==> src/verilog/stap_pkg.sv <==
/*
 * sTAP shared definitions
 * Widths, instruction opcodes, TAP-network select codes and TAP states
 */
`default_nettype none

package stap_pkg;

   // **************************************************
   // Instruction register
   // **************************************************
   localparam int IR_WIDTH = 8;
   typedef logic [IR_WIDTH-1:0] ir_t;

   // Public opcodes, anything else decodes as BYPASS
   localparam ir_t OPC_IDCODE      = 8'h0C;
   localparam ir_t OPC_TAPC_SELECT = 8'h11;
   localparam ir_t OPC_BYPASS      = 8'hFF;

   // Fixed pattern seen on TDO during an IR scan
   localparam ir_t IR_CAPTURE = 8'h01;

   // **************************************************
   // Data registers
   // **************************************************
   localparam int IDCODE_WIDTH = 32;
   typedef logic [IDCODE_WIDTH-1:0] idcode_t;

   // Per sub-TAP select code, two bits each
   typedef logic [1:0] tapc_code_t;
   localparam tapc_code_t TAPC_ISOLATED = 2'b00;
   localparam tapc_code_t TAPC_NORMAL   = 2'b01;
   localparam tapc_code_t TAPC_EXCLUDED = 2'b10;
   localparam tapc_code_t TAPC_SHADOW   = 2'b11;

   // **************************************************
   // IEEE 1149.1 controller states
   // **************************************************
   typedef enum logic [3:0] {
      TAP_TLR      = 4'h0,
      TAP_RTI      = 4'h1,
      TAP_SEL_DR   = 4'h2,
      TAP_CAP_DR   = 4'h3,
      TAP_SHIFT_DR = 4'h4,
      TAP_EX1_DR   = 4'h5,
      TAP_PAUSE_DR = 4'h6,
      TAP_EX2_DR   = 4'h7,
      TAP_UPD_DR   = 4'h8,
      TAP_SEL_IR   = 4'h9,
      TAP_CAP_IR   = 4'hA,
      TAP_SHIFT_IR = 4'hB,
      TAP_EX1_IR   = 4'hC,
      TAP_PAUSE_IR = 4'hD,
      TAP_EX2_IR   = 4'hE,
      TAP_UPD_IR   = 4'hF
   } tap_state_t;

endpackage

`default_nettype wire

==> src/verilog/stap_fsm.sv <==
/*
 * sTAP controller
 * Sixteen-state TAP FSM with decoded strobes and falling-edge IR-path flag
 */
`timescale 1ns/1ns
`default_nettype none

module stap_fsm
   import stap_pkg::*;
   (
   input  logic       ftap_tck,
   input  logic       arst_n,
   input  logic       ftap_tms,
   output tap_state_t state,
   output logic       shift_ir,
   output logic       shift_dr,
   output logic       capture_ir,
   output logic       capture_dr,
   output logic       update_ir,
   output logic       update_dr,
   output logic       tlr,
   output logic       stap_selectwir_neg
   );

   tap_state_t next_state;
   logic       ir_path;

   // **************************************************
   // State register, TRST forces Test-Logic-Reset
   // **************************************************
   always_ff @(posedge ftap_tck or negedge arst_n)
   begin
      if (!arst_n)
         state <= TAP_TLR;
      else
         state <= next_state;
   end

   // Standard 1149.1 transitions on TMS
   always_comb
   begin
      next_state = TAP_TLR;
      case (state)
         TAP_TLR      : next_state = ftap_tms ? TAP_TLR    : TAP_RTI;
         TAP_RTI      : next_state = ftap_tms ? TAP_SEL_DR : TAP_RTI;
         // DR column
         TAP_SEL_DR   : next_state = ftap_tms ? TAP_SEL_IR : TAP_CAP_DR;
         TAP_CAP_DR   : next_state = ftap_tms ? TAP_EX1_DR : TAP_SHIFT_DR;
         TAP_SHIFT_DR : next_state = ftap_tms ? TAP_EX1_DR : TAP_SHIFT_DR;
         TAP_EX1_DR   : next_state = ftap_tms ? TAP_UPD_DR : TAP_PAUSE_DR;
         TAP_PAUSE_DR : next_state = ftap_tms ? TAP_EX2_DR : TAP_PAUSE_DR;
         TAP_EX2_DR   : next_state = ftap_tms ? TAP_UPD_DR : TAP_SHIFT_DR;
         TAP_UPD_DR   : next_state = ftap_tms ? TAP_SEL_DR : TAP_RTI;
         // IR column
         TAP_SEL_IR   : next_state = ftap_tms ? TAP_TLR    : TAP_CAP_IR;
         TAP_CAP_IR   : next_state = ftap_tms ? TAP_EX1_IR : TAP_SHIFT_IR;
         TAP_SHIFT_IR : next_state = ftap_tms ? TAP_EX1_IR : TAP_SHIFT_IR;
         TAP_EX1_IR   : next_state = ftap_tms ? TAP_UPD_IR : TAP_PAUSE_IR;
         TAP_PAUSE_IR : next_state = ftap_tms ? TAP_EX2_IR : TAP_PAUSE_IR;
         TAP_EX2_IR   : next_state = ftap_tms ? TAP_UPD_IR : TAP_SHIFT_IR;
         TAP_UPD_IR   : next_state = ftap_tms ? TAP_SEL_DR : TAP_RTI;
         default      : next_state = TAP_TLR;
      endcase
   end

   // **************************************************
   // One-hot strobes for the register stage
   // **************************************************
   assign shift_ir   = (state == TAP_SHIFT_IR);
   assign shift_dr   = (state == TAP_SHIFT_DR);
   assign capture_ir = (state == TAP_CAP_IR);
   assign capture_dr = (state == TAP_CAP_DR);
   assign update_ir  = (state == TAP_UPD_IR);
   assign update_dr  = (state == TAP_UPD_DR);
   assign tlr        = (state == TAP_TLR);

   // Select-IR-Scan through Update-IR is the IR path
   assign ir_path = (state == TAP_SEL_IR)   | (state == TAP_CAP_IR) |
                    (state == TAP_SHIFT_IR) | (state == TAP_EX1_IR) |
                    (state == TAP_PAUSE_IR) | (state == TAP_EX2_IR) |
                    (state == TAP_UPD_IR);

   // Falling-edge copy so excluded TAPs switch in step with TDO
   always_ff @(negedge ftap_tck or negedge arst_n)
   begin
      if (!arst_n)
         stap_selectwir_neg <= 1'b0;
      else
         stap_selectwir_neg <= ir_path;
   end

endmodule

`default_nettype wire

==> src/verilog/stap_regs.sv <==
/*
 * sTAP register stage
 * Instruction register plus IDCODE, BYPASS and TAP-network select registers
 */
`timescale 1ns/1ns
`default_nettype none

module stap_regs
   import stap_pkg::*;
   #(
   parameter int      NUM_SUBTAPS  = 4,
   parameter idcode_t IDCODE_VALUE = 32'h1234_5E0F
   )
   (
   input  logic                         ftap_tck,
   input  logic                         arst_n,
   input  logic                         ftap_tdi,
   input  logic                         shift_ir,
   input  logic                         shift_dr,
   input  logic                         capture_ir,
   input  logic                         capture_dr,
   input  logic                         update_ir,
   input  logic                         update_dr,
   input  logic                         tlr,
   output logic [(2*NUM_SUBTAPS)-1:0]   tapc_select,
   output logic                         stap_tdo
   );

   localparam int SEL_WIDTH = 2 * NUM_SUBTAPS;

   // **************************************************
   // Internal signals
   // **************************************************
   ir_t                   ir;
   ir_t                   ir_shift;
   idcode_t               idcode_shift;
   logic                  bypass_shift;
   logic [SEL_WIDTH-1:0]  select_shift;
   logic                  instr_idcode;
   logic                  instr_select;
   logic                  dr_tdo;

   // **************************************************
   // Instruction register
   // **************************************************
   // Shift stage, LSB leaves first
   always_ff @(posedge ftap_tck)
   begin
      if (capture_ir)
         ir_shift <= IR_CAPTURE;
      else if (shift_ir)
         ir_shift <= {ftap_tdi, ir_shift[IR_WIDTH-1:1]};
   end

   // Parallel stage loads on the falling edge
   always_ff @(negedge ftap_tck or negedge arst_n)
   begin
      if (!arst_n)
         ir <= OPC_IDCODE;
      else if (tlr)
         ir <= OPC_IDCODE;
      else if (update_ir)
         ir <= ir_shift;
   end

   // Unknown opcodes fall through to BYPASS
   assign instr_idcode = (ir == OPC_IDCODE);
   assign instr_select = (ir == OPC_TAPC_SELECT);

   // **************************************************
   // Data register shift stages
   // **************************************************
   always_ff @(posedge ftap_tck)
   begin
      if (capture_dr)
      begin
         // Each DR captures only when its instruction is active
         if (instr_idcode)
            idcode_shift <= IDCODE_VALUE;
         else if (instr_select)
            select_shift <= tapc_select;
         else
            bypass_shift <= 1'b0;
      end
      else if (shift_dr)
      begin
         if (instr_idcode)
            idcode_shift <= {ftap_tdi, idcode_shift[IDCODE_WIDTH-1:1]};
         else if (instr_select)
            select_shift <= {ftap_tdi, select_shift[SEL_WIDTH-1:1]};
         else
            bypass_shift <= ftap_tdi;
      end
   end

   // Select register update, cleared in Test-Logic-Reset
   always_ff @(negedge ftap_tck or negedge arst_n)
   begin
      if (!arst_n)
         tapc_select <= '0;
      else if (tlr)
         tapc_select <= '0;
      else if (update_dr && instr_select)
         tapc_select <= select_shift;
   end

   // **************************************************
   // Serial output of the master shift path
   // **************************************************
   always_comb
   begin
      if (instr_idcode)
         dr_tdo = idcode_shift[0];
      else if (instr_select)
         dr_tdo = select_shift[0];
      else
         dr_tdo = bypass_shift;
   end

   // IR stage during Shift-IR, otherwise the selected DR
   assign stap_tdo = shift_ir ? ir_shift[0] : dr_tdo;

endmodule

`default_nettype wire

==> src/verilog/stap_tapnw.sv <==
/*
 * sTAP network control
 * Per sub-TAP enable-TAP and enable-TDO decode, plus merged activity
 */
`timescale 1ns/1ns
`default_nettype none

module stap_tapnw
   import stap_pkg::*;
   #(
   parameter int NUM_SUBTAPS = 4
   )
   (
   input  logic                         stap_selectwir_neg,
   input  logic [(2*NUM_SUBTAPS)-1:0]   tapc_select,
   input  logic [NUM_SUBTAPS-1:0]       stapnw_atap_subtapactvi,
   output logic [NUM_SUBTAPS-1:0]       sftapnw_ftap_enabletap,
   output logic [NUM_SUBTAPS-1:0]       sftapnw_ftap_enabletdo,
   output logic                         atap_subtapactv_tapnw
   );

   // **************************************************
   // Enable decode per sub-TAP
   // **************************************************
   for (genvar m = 0; m < NUM_SUBTAPS; m++)
   begin : g_tap
      tapc_code_t code;

      assign code = tapc_select[(2*m)+1 -: 2];

      // Any code but ISOLATED keeps the sub-TAP clocked
      assign sftapnw_ftap_enabletap[m] = (code != TAPC_ISOLATED);

      // NORMAL always in the scan path, EXCLUDED only on the IR path
      assign sftapnw_ftap_enabletdo[m] = (code == TAPC_NORMAL) |
                                         (stap_selectwir_neg & (code == TAPC_EXCLUDED));
   end

   // Activity seen from above
   assign atap_subtapactv_tapnw = (|stapnw_atap_subtapactvi) | (|tapc_select);

endmodule

`default_nettype wire

==> src/verilog/stap_tdo_chain.sv <==
/*
 * sTAP TDO chain
 * Threads the scan path through enabled sub-TAPs and drives TDO on the falling edge
 */
`timescale 1ns/1ns
`default_nettype none

module stap_tdo_chain
   import stap_pkg::*;
   #(
   parameter int NUM_SUBTAPS = 4
   )
   (
   input  logic                     ftap_tck,
   input  logic                     arst_n,
   input  logic                     shift_ir,
   input  logic                     shift_dr,
   input  logic                     stap_tdo,
   input  logic [NUM_SUBTAPS-1:0]   sftapnw_ftap_enabletdo,
   input  logic [NUM_SUBTAPS-1:0]   sntapnw_atap_tdo,
   output logic [NUM_SUBTAPS-1:0]   sftapnw_ftap_tdi,
   output logic                     atap_tdo,
   output logic                     atap_tdoen
   );

   // Serial value at each chain position with the master register at 0
   logic [NUM_SUBTAPS:0] chain;
   logic                 shifting;

   // **************************************************
   // Chain build in ascending sub-TAP index
   // **************************************************
   assign chain[0] = stap_tdo;

   for (genvar i = 0; i < NUM_SUBTAPS; i++)
   begin : g_link
      // Sub-TAP sees whatever arrives here
      assign sftapnw_ftap_tdi[i] = chain[i];
      // Enabled TAP inserts its own TDO and a disabled one is skipped
      assign chain[i+1] = sftapnw_ftap_enabletdo[i] ? sntapnw_atap_tdo[i] : chain[i];
   end

   assign shifting = shift_ir | shift_dr;

   // **************************************************
   // Falling-edge output stage
   // **************************************************
   always_ff @(negedge ftap_tck or negedge arst_n)
   begin
      if (!arst_n)
      begin
         atap_tdo   <= 1'b0;
         atap_tdoen <= 1'b0;
      end
      else if (shifting)
      begin
         atap_tdo   <= chain[NUM_SUBTAPS];
         atap_tdoen <= 1'b1;
      end
      else
      begin
         // Park low outside Shift states
         atap_tdo   <= 1'b0;
         atap_tdoen <= 1'b0;
      end
   end

endmodule

`default_nettype wire

==> src/verilog/stap_top.sv <==
/*
 * sTAP top level
 * Master TAP controller driving a network of subordinate TAPs
 */
`timescale 1ns/1ns
`default_nettype none

module stap_top
   import stap_pkg::*;
   #(
   parameter int      NUM_SUBTAPS  = 4,
   parameter idcode_t IDCODE_VALUE = 32'h1234_5E0F
   )
   (
   // JTAG pins
   input  logic                     ftap_tck,
   input  logic                     arst_n,
   input  logic                     ftap_tms,
   input  logic                     ftap_tdi,
   output logic                     atap_tdo,
   output logic                     atap_tdoen,
   // Sub-TAP network
   output logic [NUM_SUBTAPS-1:0]   sftapnw_ftap_enabletap,
   output logic [NUM_SUBTAPS-1:0]   sftapnw_ftap_enabletdo,
   output logic [NUM_SUBTAPS-1:0]   sftapnw_ftap_tdi,
   input  logic [NUM_SUBTAPS-1:0]   sntapnw_atap_tdo,
   input  logic [NUM_SUBTAPS-1:0]   stapnw_atap_subtapactvi,
   output logic                     atap_subtapactv_tapnw
   );

   // **************************************************
   // Internal signals
   // **************************************************
   logic                        shift_ir;
   logic                        shift_dr;
   logic                        capture_ir;
   logic                        capture_dr;
   logic                        update_ir;
   logic                        update_dr;
   logic                        tlr;
   logic                        stap_selectwir_neg;
   logic [(2*NUM_SUBTAPS)-1:0]  tapc_select;
   logic                        stap_tdo;

   // Controller, state kept internal for debug observation
   stap_fsm stap_fsm_inst (
      .ftap_tck           (ftap_tck),
      .arst_n             (arst_n),
      .ftap_tms           (ftap_tms),
      .state              (),
      .shift_ir           (shift_ir),
      .shift_dr           (shift_dr),
      .capture_ir         (capture_ir),
      .capture_dr         (capture_dr),
      .update_ir          (update_ir),
      .update_dr          (update_dr),
      .tlr                (tlr),
      .stap_selectwir_neg (stap_selectwir_neg)
   );

   stap_regs #(
      .NUM_SUBTAPS  (NUM_SUBTAPS),
      .IDCODE_VALUE (IDCODE_VALUE)
   ) stap_regs_inst (
      .ftap_tck    (ftap_tck),
      .arst_n      (arst_n),
      .ftap_tdi    (ftap_tdi),
      .shift_ir    (shift_ir),
      .shift_dr    (shift_dr),
      .capture_ir  (capture_ir),
      .capture_dr  (capture_dr),
      .update_ir   (update_ir),
      .update_dr   (update_dr),
      .tlr         (tlr),
      .tapc_select (tapc_select),
      .stap_tdo    (stap_tdo)
   );

   stap_tapnw #(
      .NUM_SUBTAPS (NUM_SUBTAPS)
   ) stap_tapnw_inst (
      .stap_selectwir_neg      (stap_selectwir_neg),
      .tapc_select             (tapc_select),
      .stapnw_atap_subtapactvi (stapnw_atap_subtapactvi),
      .sftapnw_ftap_enabletap  (sftapnw_ftap_enabletap),
      .sftapnw_ftap_enabletdo  (sftapnw_ftap_enabletdo),
      .atap_subtapactv_tapnw   (atap_subtapactv_tapnw)
   );

   stap_tdo_chain #(
      .NUM_SUBTAPS (NUM_SUBTAPS)
   ) stap_tdo_chain_inst (
      .ftap_tck               (ftap_tck),
      .arst_n                 (arst_n),
      .shift_ir               (shift_ir),
      .shift_dr               (shift_dr),
      .stap_tdo               (stap_tdo),
      .sftapnw_ftap_enabletdo (sftapnw_ftap_enabletdo),
      .sntapnw_atap_tdo       (sntapnw_atap_tdo),
      .sftapnw_ftap_tdi       (sftapnw_ftap_tdi),
      .atap_tdo               (atap_tdo),
      .atap_tdoen             (atap_tdoen)
   );

endmodule

`default_nettype wire

==> config.mk <==
export PLATFORM = sky130hd
export DESIGN_NAME = stap_top
export DESIGN_NICKNAME = d
export VERILOG_FILES = /design/src/verilog/stap_pkg.sv /design/src/verilog/stap_fsm.sv /design/src/verilog/stap_regs.sv /design/src/verilog/stap_tapnw.sv /design/src/verilog/stap_tdo_chain.sv /design/src/verilog/stap_top.sv
export SDC_FILE = /design/constraint.sdc
export NUM_CORES = 1
export LEC_CHECK = 0
export ABC_AREA = 1
export BUFFER_PORTS_ARGS = -buffer_cell sky130_fd_sc_hd__buf_2
export CELL_PAD_IN_SITES_DETAIL_PLACEMENT = 0
export CELL_PAD_IN_SITES_GLOBAL_PLACEMENT = 1
export CORE_MARGIN = 2
export CORE_UTILIZATION = 49
export DETAILED_ROUTE_END_ITERATION = 8
export GPL_ROUTABILITY_DRIVEN = 0
export GPL_TIMING_DRIVEN = 0
export PLACE_DENSITY_LB_ADDON = 0.1
export SETUP_SLACK_MARGIN = 0.15
export SLEW_MARGIN = 20
export SYNTH_ARGS = -nofsm -noshare
export SYNTH_HDL_FRONTEND = slang
export SYNTH_SLANG_ARGS = --single-unit
==> constraint.sdc <==
create_clock -name ftap_tck -period 3.5 [get_ports ftap_tck]
set_clock_uncertainty 0.05 [all_clocks]
set_input_delay 0.35 -clock ftap_tck [delete_from_list [all_inputs] [get_ports ftap_tck]]
set_output_delay 0.35 -clock ftap_tck [all_outputs]
set_load 0.02 [all_outputs]
# --- Word level (Yosys, flattened, before mapping) ---
# Cells that the tools add are included.
totals:
  reg_bits: 72
  inputBits: 12
  out_inout_bits: 15
  elab_cells: 112
op_classes:
  eq_ne: 25
  n_mux: 42
  bitwise_logic: 18
  n_reduce_logical: 17
op_table:
  columns: ["cell", "n"]
  rows:
  - ["2-to-1 mux 32 bit", 4]
  - ["2-to-1 mux 8 bit", 10]
  - ["case mux 4 bit (12 select lines)", 1]
  - ["== test 4 bit (second input constant)", 8]
  - ["2-to-1 mux 1 bit", 18]
  - ["== test 4 x 3 -> 1 bit (second input constant)", 4]
  - ["2-to-1 mux 4 bit", 4]
  - ["nonzero test 2 bit", 7]
  - ["OR 1 bit", 12]
  - ["== test 2 x 1 -> 1 bit (second input constant)", 4]
  - ["== test 2 bit (second input constant)", 4]
  - ["== test 4 x 2 -> 1 bit (second input constant)", 2]
  - ["== test 8 x 4 -> 1 bit (second input constant)", 1]
  - ["== test 8 x 5 -> 1 bit (second input constant)", 1]
  - ["OR reduction 8 bit", 1]
  - ["2-to-1 mux 2 bit", 3]
  - ["2-to-1 mux 3 bit", 2]
  - ["AND reduction 3 bit", 2]
  - ["bitwise AND 1 bit", 4]
  - ["== test 4 x 1 -> 1 bit (second input constant)", 1]
  - ["zero test 4 bit", 1]
  - ["OR reduction 2 bit", 2]
  - ["OR reduction 4 bit", 1]
  - ["OR reduction 3 bit", 1]
  - ["3 further kinds", 4]

# --- Depth between registers and ports, before layout ---
logic_depth:
  depth_word: 9
  depth_mapped: 12
  mapped_depth_nobuf: 12

# --- Hierarchy ---
# From an unflattened synthesis, not the netlist that was laid out.
hier_totals:
  cells_unflattened: 371
  area_unflattened_um2: 3319.4
modules_own_cells:
  columns: ["mod", "instances", "cells_each", "area_each_um2", "seq_area_each_um2"]
  rows:
  - ["stap_regs", 1, 251, 2635.0, 1794.2]
  - ["stap_fsm", 1, 69, 415.4, 125.1]
  - ["stap_tdo_chain", 1, 24, 152.6, 50.0]
  - ["stap_tapnw", 1, 27, 116.4, 0.0]

==> impl_metrics.py <==
metrics = {
    "status": {
        "outcome": "finished, violations left",
        "violations": "negative setup slack",
    },
    "floorplanning": {
        "pin_count": 27,
        "dieArea_sq_um": 7120,
        "initial_utilization": 0.502,
        "fp.dieH_um": 84.4,
        "row_count": 29,
        "design.core.area_sq_um": 6310,
        "fp.dieW_um": 84.4,
    },
    "sta": {
        "rsz0062_at_grt": "true",
        "slew_headroom": 0.646,
        "setup_violations": 38,
        "drv_slew": 0,
        "finalHoldViolations": 0,
        "timing.final.ws_setup_ns": -0.431,
        "tightest_slew_ns": 0.530,
    },
    "synthesis": {
        "postSynthAreaPerCell_sq_um": 9.75,
        "yosysMostFrequentCell": "inv_1",
        "synth_cell_type_count": 32,
        "ys_ff_latch": 72,
        "synth_top_area_cell": "edfxtp_1",
        "yosysTopAreaCellShare": 0.389,
        "synth_area_leaders": "edfxtp_1 (39%), dfrtn_1 (13%), inv_1 (8.1%)",
        "mappedNetlistArea_sq_um": 3170,
        "syn-num-nets": 337,
        "ys.flop_type": "edfxtp_1",
        "syn_inst": 325,
        "yosysWarnings": 0,
        "synth_edf_count": 41,
        "synth_commonest_cells": "inv_1 (68), edfxtp_1 (41), nand2_1 (41)",
        "async_reset_ff_frac": 0.319,
        "synth_seq_area_share": 0.622,
    },
    "pwr": {
        "cellPowerDensity_nw_per_um2": 742,
        "seqPwrFrac": 0.426,
        "pwr-share-clk": 0.196,
        "p_total_mw": 3.03,
        "switchingPower_mw": 1.02,
        "peakVddDrop_mv": 0.450,
        "internal_power_mw": 2.01,
        "swShare": 0.336,
        "p_leak_nw": 1.83,
        "combPwrFrac": 0.379,
    },
    "grt": {
        "grt_overflow_total": 0,
        "grt_pass1_wl_um": 10600,
        "grt_usage": 0.188,
        "grt_antenna_before_repair": 0,
        "grt_pass1_vias": 2288,
        "grt_max_degree": 24,
    },
    "layout": {
        "fillers": 537,
        "insertedDiodeCount": 0,
        "area_delta_synth_final_pct": 29.1,
        "drive_gt1_frac": 0.365,
        "multi_input_area_sq_um": 1060,
        "final_nets": 401,
        "final-seq-area_sq_um": 1970,
    },
    "critical_path": {
        "cp_slowest_cell": "dfstp_2",
        "critical_path_class": "flop to output port",
        "crit_top_cell": "buf_4",
        "cp_max_fo": 3,
        "r2r_end": "stap_regs_inst.idcode_shift[10]$_SDFFCE_PN1P_",
        "cp.arrival_ns": 3.53,
        "reg2regPathDepth": 10,
        "cp-end-kind": "output port",
        "critPathRequiredTime_ns": 3.10,
        "path_cells": "nand2_1 -> inv_1 -> nand2_2 -> nor2_4 -> inv_2 -> nand3_2 -> nand2_2 -> buf_4 -> nand2_1 -> buf_4 -> buf_4",
        "r2r_slack_ns": -0.07,
        "slowest_delay_ns": 0.52,
        "critPathLaunchType": "flop",
        "reg2reg_from": "stap_regs_inst.ir[2]$_DFFE_NN1P_",
    },
    "routing": {
        "drc": 0,
        "antenna_left": 0,
        "drtIter0Drc": 90,
        "drt_pass1_iterations": 4,
        "vias": 2324,
        "drt_wl_total_um": 6520,
        "routedWlPerCell_um": 13.8,
        "avgViaCountPerCell": 4.93,
    },
    "cts": {
        "cts_max_path_buffers": 2,
        "cts_tree": "done",
        "clk_pin_slew_ns": 0.07,
        "clock-root-buffer": "clkbuf_8",
        "clk_latency_ns": 0.37,
        "htreeDepth": 3,
        "clock_sinks": 72,
        "cts_buffers": 9,
    },
    "min_path": {
        "worstHoldEndpoint": "stap_fsm_inst.state[3]$_DFF_PN0_",
        "hold_start": "ftap_tms",
        "hold_class": "input port to flop",
        "hold_depth": 3,
    },
    "placement": {
        "dp_hpwl_um": 4140,
        "port_buffers": 26,
        "pre_cts_ws_ns": -0.147,
    },
    "flow_run": {
        "drv_cap": 0,
    },
}
==> flip-flops by register name (all words and copies together) (netlist names) <==
register                          count
stap_fsm_inst.state                   4
stap_fsm_inst.stap_selectwir_neg      1
stap_regs_inst.ir                     8
stap_tdo_chain_inst.atap_tdo          1
stap_regs_inst.bypass_shift           1
stap_regs_inst.tapc_select            8
stap_regs_inst.idcode_shift          32
stap_tdo_chain_inst.atap_tdoen        1
stap_regs_inst.ir_shift               8
stap_regs_inst.select_shift           8
==> what timing repair did <==
action | CTS | global route
endpoints found under the setup margin | 56 | 65
hold buffers | 1 | 0
hold endpoints to repair | 4 | 0
pin swaps | 5 | 5
buffers inserted | 13 | 10
cloned | 2 | 0
gates resized for setup | 32 | 50
==> metal layers <==
| layer | vias to the layer above | part of all wire | global-route usage |
|---|---|---|---|
| met3 | 8 | 0.029 | 0.0423 |
| met1 | 1107 | 0.48 | 0.258 |
| met4 | 0 | 0.010 | 0.0519 |
| li1 | 1180 | - | - |
| met5 | - | 0 | 0 |
| met2 | 29 | 0.48 | 0.303 |
==> kinds of logic after synthesis <==
family,share of synthesized area
simple gates,0.182
flops,0.622
compound gates,0.0979
buf+inv,0.0983
==> area by class of cell <==
cell class / count / share of cell area
inverters: 72 / 0.0676
multi-input cells: 174 / 0.260
well taps: 77 / 0.0236
repair inverters: 1 / 0.00184
flip-flops and latches: 72 / 0.482
plain buffers: 6 / 0.00918
clock inverters: 6 / 0.0104
clock buffers: 12 / 0.0330
repair buffers: 51 / 0.112
==> how the worst max path moves through the flow <==
stage	startpoint	end
2_1_floorplan	stap_regs_inst.ir[3]$_DFFE_NN1P_	sftapnw_ftap_tdi[3]
3_3_place_gp	stap_regs_inst.ir[3]$_DFFE_NN1P_	sftapnw_ftap_tdi[3]
3_5_place_dp	stap_regs_inst.ir[3]$_DFFE_NN1P_	sftapnw_ftap_tdi[3]
4_1_cts	stap_regs_inst.ir[2]$_DFFE_NN1P_	sftapnw_ftap_tdi[3]
5_1_grt	stap_regs_inst.ir[2]$_DFFE_NN1P_	sftapnw_ftap_tdi[3]
6_report	stap_regs_inst.ir[2]$_DFFE_NN1P_	sftapnw_ftap_tdi[0]
==> power by group through the flow <==
stage,sequential (mW),clock (mW),combinational [mW]
detailed placement,1.31,0.00537,0.817
CTS,1.29,0.606,1.04
finish,1.29,0.594,1.15
floorplan,1.30,0.00537,0.617
global placement,1.30,0.00537,0.813
global route,1.32,0.646,1.27
==> stage by stage <==
stage          cell area (sq um)  setup TNS (ns)  utilization  hold WS [ns]  std cells
3_5_place_dp                3420           -1.88        0.542         0.313        428
6_report                    4090           -2.65        0.648         0.281        471
2_1_floorplan               3190               0            -       0.00441        325
4_1_cts                     3830           -3.07        0.606         0.266        461
5_1_grt                     4090           -6.18        0.648         0.277        471
3_3_place_gp                3420           -1.14        0.542         0.310        428
==> critical path: cells and delay by family, from the launching register on <==
family / cells / cell delay (ns)
AND/OR/NAND/NOR: 6 / 0.40
flip-flops: 1 / 0.52
buffers and inverters: 5 / 0.48
==> placed cells by master, fill, tap and decap left out, drive strengths merged, types with 2 or more instances in the layout <==
cell | netlist | layout
a21oi | 7 | 7
a31oi | 2 | 2
buf | 5 | 54
clkbuf | 1 | 14
clkinv | 0 | 2
clkinvlp | 0 | 3
dfrtn | 17 | 17
dfrtp | 4 | 4
dfstp | 2 | 2
dfxtp | 8 | 8
edfxtp | 41 | 41
inv | 73 | 73
nand2 | 44 | 44
nand3 | 13 | 13
nor2 | 44 | 44
nor4 | 2 | 2
o21ai | 21 | 21
o22ai | 19 | 19
or2 | 16 | 16
Power figures use the tool's default switching activity.
